[src/hdl/rsu_pkg.sv]
// remote-update package: widths, typedefs, sequencer states, core and config structs, CSR map
`default_nettype none

package rsu_pkg;

  localparam int rsu_data_w     = 24;
  localparam int rsu_readback_w = 29;
  localparam int wb_data_w      = 32;

  typedef logic [2:0]                rsu_param_t;
  typedef logic [1:0]                rsu_source_t;
  typedef logic [rsu_data_w-1:0]     rsu_data_t;
  typedef logic [rsu_readback_w-1:0] rsu_readback_t;
  typedef logic [3:0]                rsu_cause_t;
  typedef logic [wb_data_w-1:0]      wb_data_t;
  typedef logic [1:0]                wb_adr_t;

  // update core parameter selectors
  localparam rsu_param_t param_mode  = 3'b000;
  localparam rsu_param_t param_wdog  = 3'b010;
  localparam rsu_param_t param_boot  = 3'b100;
  // trigger condition, holds the error cause of the last config
  localparam rsu_param_t param_cause = 3'b111;

  localparam rsu_source_t src_current  = 2'b00;
  localparam rsu_source_t src_previous = 2'b01;

  typedef enum logic [3:0] {
    idle_wait,
    read_mode_req,
    read_mode_wait,
    read_mode_eval,
    read_status_req,
    read_status_wait,
    read_status_eval,
    write_wd_req,
    write_wd_wait,
    write_addr_req,
    write_addr_wait,
    reconfig,
    done
  } rsu_state_t;

  typedef struct packed {
    logic        read_param;
    logic        write_param;
    rsu_param_t  param;
    rsu_source_t read_source;
    rsu_data_t   data_in;
    logic        reconfig;
    logic        reset_timer;
  } rsu_core_req_t;

  typedef struct packed {
    logic          busy;
    rsu_readback_t data_out;
  } rsu_core_rsp_t;

  typedef struct packed {
    rsu_data_t boot_addr;
    rsu_data_t watchdog;
    logic      force_factory;
    logic      reboot_req;
  } rsu_cfg_t;

  // msb first, lines up with the status register bits
  typedef struct packed {
    logic       finished;
    rsu_cause_t cause;
    logic       app_mode;
    rsu_state_t state;
  } rsu_status_t;

  localparam wb_adr_t reg_ctrl   = 2'd0;
  localparam wb_adr_t reg_boot   = 2'd1;
  localparam wb_adr_t reg_wdog   = 2'd2;
  localparam wb_adr_t reg_status = 2'd3;

endpackage

`default_nettype wire

[src/hdl/rsu_sequencer.sv]
// boot-decision FSM driving the remote-update core parameter read/write protocol
`timescale 1ns/1ps
`default_nettype none

module rsu_sequencer (
  input  logic                   clk,
  input  logic                   rst,
  input  rsu_pkg::rsu_cfg_t      cfg,
  input  rsu_pkg::rsu_core_rsp_t core_rsp,
  output rsu_pkg::rsu_core_req_t core_req,
  output rsu_pkg::rsu_status_t   status
);

  rsu_pkg::rsu_state_t state;
  rsu_pkg::rsu_data_t  data_q;
  rsu_pkg::rsu_cause_t cause_q;
  rsu_pkg::rsu_cause_t rd_cause;
  logic                app_mode_q;
  logic                rd_app_mode;
  logic                timer_q;
  logic                busy;

  assign busy        = core_rsp.busy;
  assign rd_app_mode = core_rsp.data_out[0];
  assign rd_cause    = core_rsp.data_out[4:1];

  always_ff @(posedge clk) begin
    if (rst) begin
      state      <= rsu_pkg::idle_wait;
      app_mode_q <= 1'b0;
      cause_q    <= '0;
    end else begin
      case (state)
        rsu_pkg::idle_wait: begin
          // core may still be busy coming out of its own reset
          if (!busy) begin
            state <= rsu_pkg::read_mode_req;
          end
        end
        rsu_pkg::read_mode_req: begin
          state <= rsu_pkg::read_mode_wait;
        end
        rsu_pkg::read_mode_wait: begin
          if (!busy) begin
            state <= rsu_pkg::read_mode_eval;
          end
        end
        rsu_pkg::read_mode_eval: begin
          app_mode_q <= rd_app_mode;
          if (rd_app_mode || cfg.force_factory) begin
            state <= rsu_pkg::done;
          end else begin
            state <= rsu_pkg::read_status_req;
          end
        end
        rsu_pkg::read_status_req: begin
          state <= rsu_pkg::read_status_wait;
        end
        rsu_pkg::read_status_wait: begin
          if (!busy) begin
            state <= rsu_pkg::read_status_eval;
          end
        end
        rsu_pkg::read_status_eval: begin
          cause_q <= rd_cause;
          // any error cause keeps us in the factory image
          if (rd_cause == '0) begin
            state <= rsu_pkg::write_wd_req;
          end else begin
            state <= rsu_pkg::done;
          end
        end
        rsu_pkg::write_wd_req: begin
          state <= rsu_pkg::write_wd_wait;
        end
        rsu_pkg::write_wd_wait: begin
          if (!busy) begin
            state <= rsu_pkg::write_addr_req;
          end
        end
        rsu_pkg::write_addr_req: begin
          state <= rsu_pkg::write_addr_wait;
        end
        rsu_pkg::write_addr_wait: begin
          if (!busy) begin
            state <= rsu_pkg::reconfig;
          end
        end
        rsu_pkg::reconfig: begin
          state <= rsu_pkg::reconfig;
        end
        rsu_pkg::done: begin
          // host-requested reboot from the factory image
          if (cfg.reboot_req) begin
            state <= rsu_pkg::reconfig;
          end
        end
        default: begin
          state <= rsu_pkg::idle_wait;
        end
      endcase
    end
  end

  // write payload, latched so it stays put while the core is busy
  always_ff @(posedge clk) begin
    if (state == rsu_pkg::read_status_eval) begin
      data_q <= cfg.watchdog;
    end else if (state == rsu_pkg::write_wd_wait && !busy) begin
      data_q <= cfg.boot_addr;
    end
  end

  // watchdog reset input of the core expects a toggle every cycle
  always_ff @(posedge clk) begin
    if (rst) begin
      timer_q <= 1'b0;
    end else begin
      timer_q <= !timer_q;
    end
  end

  always_comb begin
    core_req             = '0;
    core_req.reset_timer = timer_q;
    case (state)
      rsu_pkg::read_mode_req: begin
        core_req.read_param  = 1'b1;
        core_req.param       = rsu_pkg::param_mode;
        core_req.read_source = rsu_pkg::src_current;
      end
      rsu_pkg::read_mode_wait: begin
        core_req.param       = rsu_pkg::param_mode;
        core_req.read_source = rsu_pkg::src_current;
      end
      rsu_pkg::read_status_req: begin
        core_req.read_param  = 1'b1;
        core_req.param       = rsu_pkg::param_cause;
        core_req.read_source = rsu_pkg::src_previous;
      end
      rsu_pkg::read_status_wait: begin
        core_req.param       = rsu_pkg::param_cause;
        core_req.read_source = rsu_pkg::src_previous;
      end
      rsu_pkg::write_wd_req: begin
        core_req.write_param = 1'b1;
        core_req.param       = rsu_pkg::param_wdog;
        core_req.data_in     = data_q;
      end
      rsu_pkg::write_wd_wait: begin
        core_req.param       = rsu_pkg::param_wdog;
        core_req.data_in     = data_q;
      end
      rsu_pkg::write_addr_req: begin
        core_req.write_param = 1'b1;
        core_req.param       = rsu_pkg::param_boot;
        core_req.data_in     = data_q;
      end
      rsu_pkg::write_addr_wait: begin
        core_req.param       = rsu_pkg::param_boot;
        core_req.data_in     = data_q;
      end
      rsu_pkg::reconfig: begin
        // terminal, held until rst
        core_req.reconfig    = 1'b1;
      end
      default: begin
      end
    endcase
  end

  always_comb begin
    status.state    = state;
    status.app_mode = app_mode_q;
    status.cause    = cause_q;
    status.finished = (state == rsu_pkg::done) || (state == rsu_pkg::reconfig);
  end

  strobe_exclusive: assert property (@(posedge clk) disable iff (rst)
    !(core_req.read_param && core_req.write_param));

  // core samples param for the whole busy period
  param_held_busy: assert property (@(posedge clk) disable iff (rst)
    core_rsp.busy |=> $stable(core_req.param));

endmodule

`default_nettype wire

[src/hdl/rsu_csr.sv]
// Wishbone classic register block: control, boot address, watchdog, sequencer status
`timescale 1ns/1ps
`default_nettype none

module rsu_csr #(
  parameter rsu_pkg::rsu_data_t reset_boot_addr = 24'h100000,
  parameter rsu_pkg::rsu_data_t reset_watchdog  = 24'h000010
) (
  input  logic                 clk,
  input  logic                 rst,
  input  logic                 wb_cyc,
  input  logic                 wb_stb,
  input  logic                 wb_we,
  input  rsu_pkg::wb_adr_t     wb_adr,
  input  rsu_pkg::wb_data_t    wb_dat_w,
  output rsu_pkg::wb_data_t    wb_dat_r,
  output logic                 wb_ack,
  input  rsu_pkg::rsu_status_t status,
  output rsu_pkg::rsu_cfg_t    cfg
);

  logic               access;
  logic               force_factory_q;
  logic               reboot_q;
  rsu_pkg::rsu_data_t boot_q;
  rsu_pkg::rsu_data_t wdog_q;
  rsu_pkg::wb_data_t  rd_data;

  // single-cycle ack, no wait states
  assign access = wb_cyc && wb_stb && !wb_ack;

  always_ff @(posedge clk) begin
    if (rst) begin
      wb_ack          <= 1'b0;
      force_factory_q <= 1'b0;
      reboot_q        <= 1'b0;
      boot_q          <= reset_boot_addr;
      wdog_q          <= reset_watchdog;
    end else begin
      wb_ack   <= access;
      reboot_q <= 1'b0;
      if (access && wb_we) begin
        case (wb_adr)
          rsu_pkg::reg_ctrl: begin
            force_factory_q <= wb_dat_w[0];
            // reboot bit is a pulse, never stored
            reboot_q        <= wb_dat_w[1];
          end
          rsu_pkg::reg_boot: begin
            boot_q <= wb_dat_w[rsu_pkg::rsu_data_w-1:0];
          end
          rsu_pkg::reg_wdog: begin
            wdog_q <= wb_dat_w[rsu_pkg::rsu_data_w-1:0];
          end
          default: begin
          end
        endcase
      end
    end
  end

  always_comb begin
    rd_data = '0;
    case (wb_adr)
      rsu_pkg::reg_ctrl:   rd_data[0] = force_factory_q;
      rsu_pkg::reg_boot:   rd_data[rsu_pkg::rsu_data_w-1:0] = boot_q;
      rsu_pkg::reg_wdog:   rd_data[rsu_pkg::rsu_data_w-1:0] = wdog_q;
      rsu_pkg::reg_status: rd_data[$bits(rsu_pkg::rsu_status_t)-1:0] = status;
      default: begin
      end
    endcase
  end

  // read data captured with the ack, held while ack is high
  always_ff @(posedge clk) begin
    if (access) begin
      wb_dat_r <= rd_data;
    end
  end

  assign cfg = '{
    boot_addr:     boot_q,
    watchdog:      wdog_q,
    force_factory: force_factory_q,
    reboot_req:    reboot_q
  };

  // master holds stb until it has seen the ack
  ack_needs_stb: assert property (@(posedge clk) disable iff (rst)
    wb_ack |-> wb_stb);

endmodule

`default_nettype wire

[src/hdl/rsu_top.sv]
// remote-update top: register block and sequencer, exposing bus and update core ports
`timescale 1ns/1ps
`default_nettype none

module rsu_top #(
  parameter rsu_pkg::rsu_data_t reset_boot_addr = 24'h100000,
  parameter rsu_pkg::rsu_data_t reset_watchdog  = 24'h000010
) (
  input  logic                   clk,
  input  logic                   rst,
  // Wishbone classic slave
  input  logic                   wb_cyc,
  input  logic                   wb_stb,
  input  logic                   wb_we,
  input  rsu_pkg::wb_adr_t       wb_adr,
  input  rsu_pkg::wb_data_t      wb_dat_w,
  output rsu_pkg::wb_data_t      wb_dat_r,
  output logic                   wb_ack,
  // update core
  output rsu_pkg::rsu_core_req_t core_req,
  input  rsu_pkg::rsu_core_rsp_t core_rsp
);

  rsu_pkg::rsu_cfg_t    cfg;
  rsu_pkg::rsu_status_t status;

  rsu_csr #(
    .reset_boot_addr (reset_boot_addr),
    .reset_watchdog  (reset_watchdog)
  ) rsu_csr_i (
    .clk      (clk),
    .rst      (rst),
    .wb_cyc   (wb_cyc),
    .wb_stb   (wb_stb),
    .wb_we    (wb_we),
    .wb_adr   (wb_adr),
    .wb_dat_w (wb_dat_w),
    .wb_dat_r (wb_dat_r),
    .wb_ack   (wb_ack),
    .status   (status),
    .cfg      (cfg)
  );

  rsu_sequencer rsu_sequencer_i (
    .clk      (clk),
    .rst      (rst),
    .cfg      (cfg),
    .core_rsp (core_rsp),
    .core_req (core_req),
    .status   (status)
  );

endmodule

`default_nettype wire

[config.mk]
export PLATFORM = sky130hd
export DESIGN_NAME = rsu_top
export DESIGN_NICKNAME = d
export VERILOG_FILES = /design/src/hdl/rsu_pkg.sv /design/src/hdl/rsu_sequencer.sv /design/src/hdl/rsu_csr.sv /design/src/hdl/rsu_top.sv
export SDC_FILE = /design/constraint.sdc
export NUM_CORES = 1
export LEC_CHECK = 0
export ABC_AREA = 1
export BUFFER_PORTS_ARGS = -buffer_cell sky130_fd_sc_hd__buf_4
export CAP_MARGIN = 5
export CORE_ASPECT_RATIO = 1.2
export CORE_MARGIN = 3
export CORE_UTILIZATION = 30
export CTS_BUF_LIST = sky130_fd_sc_hd__clkbuf_4 sky130_fd_sc_hd__clkbuf_8
export DETAILED_ROUTE_END_ITERATION = 8
export SLEW_MARGIN = 20
export SYNTH_ARGS = -nofsm -noshare
export SYNTH_HDL_FRONTEND = slang
export SYNTH_SLANG_ARGS = --single-unit
[constraint.sdc]
create_clock -name clk -period 3.6 [get_ports clk]
set_input_delay 0.18 -clock clk [delete_from_list [all_inputs] [get_ports clk]]
set_output_delay 0.18 -clock clk [all_outputs]
set_load 0.02 [all_outputs]
# ---- Yosys cells after proc, flatten, opt, wreduce, memory -nomap -nowiden
# Cells that the tools add are included.
dict set report totals {
  regBits 109
  latch_bits 0
  mem_bits_rw 0
  romBits 0
  in_bits 69
  elab_cells 78
  mem_count 0
}
dict set report classes {
  addsub 0
  mul 0
  div 0
  order_cmp 0
  eq_ne 21
  n_shift 0
  n_mux 20
  n_bitwise 2
  reduce_logical 24
}
# op n
set op_table {}
lappend op_table {{24-bit two-way mux} 3}
lappend op_table {{4-bit case mux with 13 select lines} 1}
lappend op_table {{4-bit two-way mux} 8}
lappend op_table {{14-bit case mux with 2 select lines} 1}
lappend op_table {{9-bit case mux with 3 select lines} 1}
lappend op_table {{4-bit equality test, second input constant} 5}
lappend op_table {{4-bit by 3-bit equality test with 1-bit output, second input constant} 4}
lappend op_table {{2-bit != test, second input constant} 6}
lappend op_table {{2-bit OR reduction} 5}
lappend op_table {{3-bit case mux with 3 select lines} 1}
lappend op_table {{4-bit by 2-bit equality test with 1-bit output, second input constant} 2}
lappend op_table {{4-bit zero test} 2}
lappend op_table {{2-bit AND reduction} 3}
lappend op_table {{6-bit AND reduction} 1}
lappend op_table {{2-bit equality test, second input constant} 2}
lappend op_table {{4-bit by 1-bit equality test with 1-bit output, second input constant} 1}
lappend op_table {{1-bit logical AND} 4}
lappend op_table {{1-bit two-way mux} 4}
lappend op_table {{1-bit case mux with 4 select lines} 1}
lappend op_table {{4-bit OR reduction} 1}
lappend op_table {{1-bit zero test} 3}
lappend op_table {{3-bit OR reduction} 1}
lappend op_table {{2-bit by 1-bit equality test with 1-bit output, second input constant} 1}
lappend op_table {{2-bit zero test} 1}
lappend op_table {{other kinds (3)} 5}

# ---- Depth between registers and ports, before layout
# Gate-level depths: netlist (run 1).
dict set report depth {
  word_depth 5
  mapped_depth 8
  mapped_depth_nobuf 8
}

# ---- By module
# From an unflattened synthesis (run 1), not the netlist that was laid out.
dict set report hier_totals {
  cells_unflattened 723
  hier_area_um2 5521.5
}
# module instances cells_each area_per_inst_um2
set by_module_without_submodules {}
lappend by_module_without_submodules {rsu_csr 1 463 3572.2}
lappend by_module_without_submodules {rsu_sequencer 1 260 1949.4}

# ---- Worst setup path after synthesis (run 1)
# OpenSTA, ideal clock, no wires.
dict set report synth_timing {
  kind {flip-flop to flip-flop}
  start {register rsu_sequencer_i.state[1]}
  end {register rsu_sequencer_i.data_q[0] (enable)}
  setup_time_ns 0.438
  t_arrival_ns 2.432
  required_time_ns 3.162
  slack_ns 0.729
  path_stages_with_launch 5
  path_buffers 1
  period_less_slack_ns 2.871
  path_cell_list {dfxtp_1 > buf_6 > nor2_2 > nand2_4 > o21ai_0}
}
dict set report synth_via {
  elab_chain_len 3
  word_cells_on_any_way 4
}
# item line
set synth_lines {}
lappend synth_lines {{start: declaration} rsu_sequencer.sv:14} ;# rsu_pkg::rsu_state_t state;
lappend synth_lines {{start signal: assignment} rsu_sequencer.sv:29} ;# state <= rsu_pkg::idle_wait;
lappend synth_lines {{start signal: assignment} rsu_sequencer.sv:37} ;# state <= rsu_pkg::read_mode_req;
lappend synth_lines {{start signal: assignment} rsu_sequencer.sv:41} ;# state <= rsu_pkg::read_mode_wait;
lappend synth_lines {{4-bit equality test} rsu_sequencer.sv:109} ;# end else if (state == rsu_pkg::write_wd_wait && !busy) begin
lappend synth_lines {{1-bit logical AND} rsu_sequencer.sv:109}
lappend synth_lines {{2-bit nonzero test (no line) (*)} n/a}
lappend synth_lines {{end signal: assignment} rsu_sequencer.sv:108} ;# data_q <= cfg.watchdog;
lappend synth_lines {{end signal: assignment} rsu_sequencer.sv:110} ;# data_q <= cfg.boot_addr;
lappend synth_lines {{end: declaration} rsu_sequencer.sv:15} ;# rsu_pkg::rsu_data_t data_q;
# Mark *: on every way between the ends. The rest lies on a longest branch, timed or not.
# A chain may end at the register's enable or synchronous reset.

==> results of run 1 <==
[synth_stat cells, drive strengths merged]
cell type  number
a21boi          1
a21oi          25
a31oi           2
a32oi           1
buf            28
clkbuf         13
clkinv          1
conb            1
dfxtp          61
edfxtp         48
ha              5
inv            62
nand2         169
nand3          19
nor2          130
nor3            1
nor4            1
o21a            1
o21ai          58
o22ai           1
[worst paths after layout]
check / start / endpoint / slack [ps] / cells past startpoint
worst max-delay path: rsu_sequencer_i.state[2] / core_req[2] / 1100 / 8
worst min-delay path: wb_dat_w[4] / rsu_csr_i.wdog_q[4] / 20 / 3
worst max register to register: rsu_csr_i.wb_ack / rsu_csr_i.wdog_q[12] / 1240 / 5
worst min register to register: rsu_sequencer_i.timer_q / rsu_sequencer_i.timer_q / 410 / 1
[flip-flops by register name (all words and copies together) (netlist names)]
signal / flops
rsu_csr_i.wdog_q: 24
rsu_csr_i.wb_ack: 1
rsu_sequencer_i.timer_q: 1
rsu_csr_i.boot_q: 24
rsu_sequencer_i.cause_q: 4
rsu_csr_i.force_factory_q: 1
rsu_csr_i.wb_dat_r: 24
rsu_sequencer_i.app_mode_q: 1
rsu_sequencer_i.state: 4
rsu_csr_i.reboot_q: 1
rsu_sequencer_i.data_q: 24
[routing by layer]
metal | GRT usage | up-vias
met5 | 0 | -
met2 | 0.241 | 121
met3 | 0.0279 | 14
li1 | - | 2101
met1 | 0.173 | 1833
met4 | 0.0416 | 0
[power breakdown]
group          total, mW  switching [mW]  internal (mW)
sequential          1.35          0.0255           1.32
clock              0.747           0.418          0.329
combinational      0.333           0.212          0.121
[worst max-delay path: cells and delay by family, from the launching register on]
family,cells,cell delay [ps]
AO/OA/AOI/OAI,1,730
flip-flops,1,440
AND/OR/NAND/NOR,4,410
buffers and inverters,3,360
[layout make-up]
class	instances	area, um2
clock buffers	10	131
well taps	212	265
fillers	1738	10300
multi-input cells	423	1890
flip-flops and latches	109	2660
inverters	63	238
clock inverters	6	63.8
repair buffers	100	753
[cell usage in the layout, fill, tap and decap left out, drive strengths merged]
cell type    netlist  final
clkinvlp           0      2
a31oi              2      2
o22ai              1      1
dfxtp             61     61
a21boi             1      1
buf               28     99
inv               62     62
o21a               1      1
nand3             19     19
nor4               1      1
nand2            169    169
nor3               1      1
conb               1      9
nor2             130    130
o21ai             58     58
a21oi             25     25
dlygate4sd3        0      1
clkbuf            13     10
edfxtp            48     48
a32oi              1      1
bufinv             0      1
clkinv             1      4
ha                 5      5
[per-stage QoR]
step                worst slack, ps  std cells  cell area [um2]  total power [mW]
CTS                             986        923             6000              2.46
floorplan                       729        636             5050              1.59
global route                    825        923             6000              2.54
global placement               1260        906             5800              1.71
detailed placement             1240        906             5800              1.72
finish                         1100        923             6000              2.43
[logic make-up (layout without fill, tap and decap cells)]
kind of cell,Yosys count,in the layout,share of synthesized area
other cells,1,9,0.000746
fa+ha+maj,5,5,0.0125
compound gates,89,89,0.0941
flops,109,109,0.530
simple gates,320,320,0.262
buf+inv,104,179,0.101
==> metrics.txt, run 1 <==
outcome complete, no violations; clock root buffer clkbuf_8; IR drop worst, VDD around 0.00021 V; diode count 0; number of global-route vias before repair 3759; Final ANT Viol Nets 0; Total Routing Usage GR 0.139; Buffers on Ports 93; synth unique cells 32; initial antenna violation count 0; post-DR vias/cell 4.41; Post-Syn Area 5020 um2; Area Growth Syn to Fin 19.5%; top sig layer met4; drt drc 0; TritonCTS clock tree built; initial core utilization 0.308; Die Width 124 um; Min Clock Period, post-route 2500 ps; first-pass GRT wire length 19.6 mm; Gate Count Post-Synth 628; die area roughly 18000 um2; Slowest cell on crit path a31oi_4; startpoint class of the critical path flop; WL met2 6.42 mm; max cap viols 0; RSZ-0062 raised after global routing no; worst path cell trace inv_2, nand2_2, inv_2, nand2_4, nand2_2, a31oi_4, nor2_1, buf_4; wire per inst 13.7 um; PD cells 405 nW/um2; Reg clk slew, reported paths 100 ps; pin count of the biggest net entering global routing 57; vias 4069; Yosys top cell by area edfxtp_1; DR iter-0 viols 266; maximum clock rate 400 MHz; cts hold-fix bufs 1; Synth Register Bits 109; CP arrival 2320 ps; CP Capture Type output port; crit-path max FO 24; final hold viol count 0; post-CTS setup buffer count 0; metal3 WL 734 um; layout cells sized above 1 0.201; WL met1 around 5.3 mm; dominant cells by area after synthesis edfxtp_1 (29%), dfxtp_1 (24%), nand2_1 (12%), nor2_1 (8.8%), o21ai_0 (5.3%); final-report setup violation count 0; core area 16300 um2; final max-slew violation count 0; Die H 148 um; Post-DP HPWL 8.32 mm; drt pass-1 iters 6; worst-skew pair later-pin latency approximately 370 ps; Worst Skew 13.8 ps; Slowest Stage Delay on Critical Path 730 ps; Final Util 0.368; Static Leak 2.72 nW; max_slew headroom 0.382; Layout Nets roughly 800; Overflow after GRT 0; Site Rows 51; CP required 3420 ps; H-tree depth 3; syn_area_per_cell approximately 8 um2; WHS 20.0 ps; Final TNS setup 0 ps; # IOs 135; Yosys top cell area share 0.287; Tcrit/Tclk final 0.695; critical path type reg2out; CTS resizes 0; slew at the pin closest to its max-slew limit 927 ps; CTS sink count 109; sequential share of the synthesized area 0.530; clock tree buffer depth 2; final wirelength 12.6 mm; routability cong. 0.761; Synthesis Warnings 0; clock buffer count from CTS 9; hold crit path type in2reg
(Power assumes the default switching activity.)
==> run 2: changes to the inputs <==
==> constraint.sdc (replaced) <==
create_clock -name clk -period 2.4 [get_ports clk]
set_input_delay 0.12 -clock clk [delete_from_list [all_inputs] [get_ports clk]]
set_output_delay 0.12 -clock clk [all_outputs]
set_load 0.02 [all_outputs]
==> run 2 against run 1 <==
First-iteration DRC count shrank 7.9%. Final cell count grew 2.1%. Critical path type unchanged. Critical endpoint is now core_req[4]. Sequential share of layout area shrank 1.4 points. Worst hold slack lost 13 ps. Register-to-register slack lost 580 ps. Non-clock buffer count grew 19. Power grew 51%. Setup slack lost 900 ps. Global-route usage grew 0.50 points.
==> metrics.txt, run 2 (synthesized netlist as in run 1, its figures left out) <==
routability cong. 0.784 (+3.0%); max cap viols 0 (unchanged); CTS resizes 0 (unchanged); Final ANT Viol Nets 0 (unchanged); Site Rows 51 (unchanged); min-delay src core_rsp[4]; CP arrival 2080 ps (-240 ps); core area 16300 um2 (unchanged); most frequent cells in the layout nand2_1 (164), nor2_1 (118), buf_4 (102); Slowest Stage Delay on Critical Path 450 ps (-280 ps); max_slew headroom 0.645 (+0.263); IR drop worst, VDD 0.000397 V (+94%); number of global-route vias before repair 3993 (+6.2%); slew at the pin closest to its max-slew limit 532 ps (-395 ps); H-tree depth 3 (unchanged); TritonCTS clock tree built; post-CTS setup buffer count 0 (unchanged); Die H 148 um (unchanged); most common cell after layout, fill and taps aside nand2_1; crit-path max FO 13 (-46%); first-pass GRT wire length 20.4 mm (+4.4%); Static Leak 2.81 nW (+3.3%); drt pass-1 iters 5 (-1); CP Capture Type output port; initial antenna violation count 0 (unchanged); layout cells sized above 1 0.200 (-0.00113); maximum clock rate roughly 450 MHz; # IOs 135 (unchanged); worst-skew pair later-pin latency 370 ps (about the same); clock root buffer clkbuf_8; Post-DP HPWL 8.73 mm (+5.0%); Die Width 124 um (unchanged); startpoint class of the critical path flop; wire per inst 13.7 um (+0.10%); Crit Reg-Reg Startpoint rsu_sequencer_i.state[1]; critical path type reg2out; Tcrit/Tclk final 0.919; internal reg-to-reg setup slack 660 ps (-580 ps); Worst Skew 15.9 ps (+2.06 ps); Layout Nets 799 (+2.4%); final max-slew violation count 0 (unchanged); Buffers on Ports 93 (unchanged); Reg clk slew, reported paths 100 ps (about the same); Slowest cell on crit path dfxtp_1; outcome complete, no violations; Overflow after GRT 0 (unchanged); vias 4208 (+3.4%); Min Clock Period, post-route around 2200 ps; dpl cells 910 (+0.44%); CP required 2280 ps (-1140 ps); hold crit path type in2reg; DR iter-0 viols 245 (-7.9%); Area Growth Syn to Fin 23.4%; clock buffer count from CTS 9 (unchanged); final hold viol count 0 (unchanged); final wirelength 12.9 mm (+2.2%); drt drc 0 (unchanged); initial core utilization 0.308 (unchanged); R2R cell count 5 (unchanged); CTS sink count 109 (unchanged); final-report setup violation count 0 (unchanged); post-DR vias/cell 4.47 (+1.3%); Total Routing Usage GR 0.144 (+0.00499); Finished Layout Cells 942 (+2.1%); Final TNS setup 0 ps (unchanged); pin count of the biggest net entering global routing 57 (unchanged); clock tree buffer depth 2 (unchanged); RSZ-0062 raised after global routing no; terminus of the critical flop-to-flop path rsu_sequencer_i.data_q[22]; hold depth 3 (unchanged); fill cell count 1746 (+0.46%); worst path cell trace inv_2, nand2_2, inv_2, nand2_4, nand2_2, a31oi_4, buf_12, nor2_1, buf_4; hold endpoint rsu_sequencer_i.cause_q[3]; diode count 0 (unchanged); PD cells 593 nW/um2 (+47%); die area 18300 um2 (unchanged)
[run 2: worst max path at each step]
stage / startpoint / endpoint / slack, ps / cells past startpoint
5_1_grt: rsu_sequencer_i.state[2] / core_req[4] / 30 / 9
2_1_floorplan: rsu_sequencer_i.state[1] / rsu_sequencer_i.data_q[0] / 180 / 4
4_1_cts: rsu_sequencer_i.state[2] / core_req[4] / 130 / 9
3_3_place_gp: rsu_sequencer_i.state[1] / core_req[3] / 590 / 7
6_report: rsu_sequencer_i.state[2] / core_req[4] / 200 / 9
3_5_place_dp: rsu_sequencer_i.state[2] / core_req[4] / 550 / 9
[run 2: per-stage QoR]
step                cell area [um2]  utilization  hold WS [ps]  total power, mW  worst slack (ps)
floorplan                      5050            -           189             2.39               182
global placement               5840        0.358           330             2.58               587
detailed placement             5840        0.358           332             2.58               551
CTS                            6200        0.379         0.272             3.72               127
global route                   6200        0.379          13.3             3.85              35.0
finish                         6200        0.379          6.96             3.68               195
[run 2: worst max-delay path: cells and delay by family, from the launching register on]
kind            cells  cell delay, ps
compound gates      1             430
buf+inv             4             530
flops               1             450
simple gates        4             290
[run 2: area by class of cell]
cell class              count  area, um2  area share
repair buffers            119        946       0.153
inverters                  63        238      0.0384
flip-flops and latches    109       2660       0.430
well taps                 212        265      0.0428
multi-input cells         423       1890       0.305
clock inverters             7       72.6      0.0117
clock buffers               9        124      0.0200
[run 2: power breakdown]
| group | switching (mW) | leakage [nW] | internal, mW |
|---|---|---|---|
| logic | 0.324 | 1.80 | 0.203 |
| clock network | 0.637 | 0.0976 | 0.487 |
| registers | 0.0397 | 0.917 | 1.99 |
[run 2: what timing repair did]
item | 4_1_cts | 5_1_grt
endpoints found under the hold margin | 23 | 0
endpoints found under the setup margin | 0 | 0
hold buffers | 16 | 0
[run 2: layer usage]
metal,track usage,vias up,routed length (um)
li1,-,2143,-
met1,0.177,1921,5290
met2,0.253,133,6680
met3,0.0287,11,769
met4,0.0405,0,153
met5,0,-,0
==> run 3: changes to the inputs <==
--- a/config.mk
+++ b/config.mk
@@ -16,4 +16,5 @@
 export SLEW_MARGIN = 20
 export SYNTH_ARGS = -nofsm -noshare
 export SYNTH_HDL_FRONTEND = slang
+export SYNTH_HIERARCHICAL = 1
 export SYNTH_SLANG_ARGS = --single-unit
==> run 3 against run 2 <==
Non-clock buffer count is 12 lower. Global-route usage is 0.40 points lower. Critical path depth is 2 lower. Final cell count is 8.0% higher. Clock skew is 2.5 ps lower. Highest routed layer unchanged. Maximum frequency is 1.7% lower. Register-to-register slack worse by 210 ps. Utilization is 1.3 points lower.
==> metrics.txt, run 3 <==
outcome complete, no violations; most common cell after layout, fill and taps aside nand2_1; Yosys top cell by area edfxtp_1; Post-synth top cells nand2_1 (213), nor2_1 (124), inv_1 (71), dfxtp_1 (61), nand4_1 (49); CP Depth 7 (-2); CP arrival 2120 ps (+40 ps); core area 17800 um2 (+8.8%); Die Width 130 um (+4.6%); cell with the most instances after synthesis nand2_1; dominant cells by area after synthesis edfxtp_1 (26%), dfxtp_1 (22%), nand2_1 (14%), nor2_1 (8.4%), nand4_1 (5.6%); Min Clock Period, post-route 2240 ps (+37.1 ps); Post-DP HPWL 9.22 mm (+5.6%); final max-slew violation count 0 (unchanged); Layout Nets 866 (+8.4%); Site Rows 53 (+3.9%); drt pass-1 iters 4 (-1); sequential share of the synthesized area 0.482 (-0.0477); worst-skew pair later-pin latency 360 ps (about the same); layout cells sized above 1 0.206 (+0.00577); Top FF cell, synth dfxtp_1; final-report setup violation count 0 (unchanged); max cap viols 0 (unchanged); Synthesis Warnings 6 (+6); routability cong. 0.849 (+8.3%); R2R cell count 6 (+1); Finished Layout Cells 1017 (+8.0%); Overflow after GRT 0 (unchanged); pin count of the biggest net entering global routing 52 (-8.8%); IR drop worst, VDD 0.000292 V (-27%); clock buffer count from CTS 9 (unchanged); TritonCTS clock tree built; Total Power 3.62 mW (-1.7%); post-DR vias/cell 4.52 (+1.2%); Reg clk slew, reported paths 90 ps (about the same); buffer and inverter count on the worst path 2 (-2); WL met2 6.97 mm (+4.3%); Die H 155 um (+4.6%); DR iter-0 viols 246 (+0.41%); final wirelength 14.1 mm (+9.4%); clock root buffer clkbuf_8; Async S/R FF share, synth 0 (unchanged); dpl cells 997 (+9.6%); clock tree buffer depth 2 (unchanged); Static Leak 2.92 nW (+3.8%); vias 4599 (+9.3%); wire per inst 13.9 um (+1.3%); Gate Count Post-Synth 723 (+15%); slew at the pin closest to its max-slew limit 874 ps (+342 ps); Worst Setup SP rsu_sequencer_i/state[1]; RSZ-0062 raised after global routing no; Yosys top cell area share 0.261 (-0.0258); # IOs 135 (unchanged); startpoint class of the critical path flop; metal3 WL 791 um (+2.9%); most frequent cells in the layout nand2_1 (213), nor2_1 (124), buf_4 (100); initial core utilization 0.311 (+0.00309); CP Capture Type output port; die area 20100 um2 (+9.4%); PD cells 556 nW/um2 (-6.3%); Synth Register Bits 109 (unchanged); top sig layer met4; critical path type reg2out; CP top delay family simple AND/OR/NAND/NOR gates; WL met1 6.09 mm (+15%); Post-synth EDFFs 48 (unchanged); H-tree depth 3 (unchanged); Final ANT Viol Nets 0 (unchanged); CTS sink count 109 (unchanged); internal reg-to-reg setup slack 450 ps (-210 ps); hold crit path type in2reg; max_slew headroom 0.417 (-0.228); terminus of the critical flop-to-flop path rsu_sequencer_i/state[3]; Crit Reg-Reg Startpoint rsu_sequencer_i/state[1]; number of global-route vias before repair 4343 (+8.8%); Slowest Stage Delay on Critical Path 510 ps (+60 ps); end point of the critical path core_req[2]; Slowest cell on crit path dfxtp_1; Final Util 0.366 (-0.0134); most used cell, CP nor2_1; synth unique cells 27 (-16%); final hold viol count 0 (unchanged); Buffers on Ports 93 (unchanged); drt drc 0 (unchanged); crit-path max FO 17 (+4); worst path cell trace nor2_1, nand2_1, nand2_2, nor2_4, buf_12, nor2_1, buf_4; Post-Syn Area 5520 um2 (+9.9%); maximum clock rate 446 MHz (-1.7%); initial antenna violation count 0 (unchanged); Worst Skew 13.4 ps (-2.49 ps); first-pass GRT wire length 22.3 mm (+9.1%); Final TNS setup 0 ps (unchanged); syn_area_per_cell 7.64 um2 (-4.6%); diode count 0 (unchanged); Area Growth Syn to Fin 17.8%; fill cell count 1869 (+7.0%); CP required 2280 ps (about the same); Tcrit/Tclk final 0.934 (+0.0154); Total Routing Usage GR 0.140 (-0.00401)
[run 3: timing repair]
item                                   in CTS  in global routing
gates resized for setup                     0                  0
setup buffers                               0                  0
endpoints found under the hold margin       4                  0
hold buffers                                4                  0
[run 3: worst reg2reg max path, stage by stage, from the launching register on]
cell and delay (ps):
dfxtp_1 510, inv_1 120, nor2_2 110, nand2_1 280
inv_2 570, a21oi_1 150, a31oi_1 150
[run 3: kinds of logic after synthesis]
family / Yosys count / share of synthesized area
buffers and inverters: 137 / 0.126
DFF: 109 / 0.482
AOI/OAI and AO/OA: 34 / 0.0317
and+or+nand+nor: 436 / 0.347
adders and majority gates: 5 / 0.0113
other: 2 / 0.00136
[run 3: worst min path at each step]
| stage | startpoint | endpoint | slack [ps] | cells after the start |
|---|---|---|---|---|
| after floorplan | rst | rsu_sequencer_i/timer_q | 190 | 1 |
| after global placement | core_rsp[0] | rsu_sequencer_i/app_mode_q | 360 | 3 |
| after detailed placement | core_rsp[0] | rsu_sequencer_i/app_mode_q | 370 | 3 |
| after CTS | wb_dat_w[1] | rsu_csr_i/reboot_q | 0.7 | 3 |
| after global routing | wb_dat_w[1] | rsu_csr_i/reboot_q | 9 | 3 |
| final | wb_dat_w[1] | rsu_csr_i/reboot_q | 30 | 3 |
[run 3: power by group]
part / leakage (nW) / internal [mW] / total, mW / switching (mW)
Sequential: 0.975 / 1.97 / 2.00 / 0.0297
Combinational: 1.84 / 0.153 / 0.437 / 0.285
Clock: 0.103 / 0.565 / 1.18 / 0.612
Total: 2.92 / 2.69 / 3.62 / 0.926
[run 3: routing by layer]
layer / global-route usage / up-vias
met5: 0 / -
met4: 0.0475 / 0
met3: 0.0269 / 16
met2: 0.238 / 126
met1: 0.177 / 2076
li1: - / 2381
[run 3: final cells by class]
class,instances,area (um2),area share
flip-flops and latches,109,2660,0.409
multi-input cells,484,2200,0.338
repair buffers,107,851,0.131
inverters,81,308,0.0473
well taps,220,275,0.0423
clock buffers,13,166,0.0256
clock inverters,3,45.0,0.00692
[run 3: metrics by stage]
step	cell area, um2	hold slack, ps	setup slack (ps)
2_1_floorplan	5550	187	116
3_3_place_gp	6250	362	518
3_5_place_dp	6250	368	480
4_1_cts	6500	0.672	121
5_1_grt	6500	9.47	1.22
6_report	6500	27.0	158
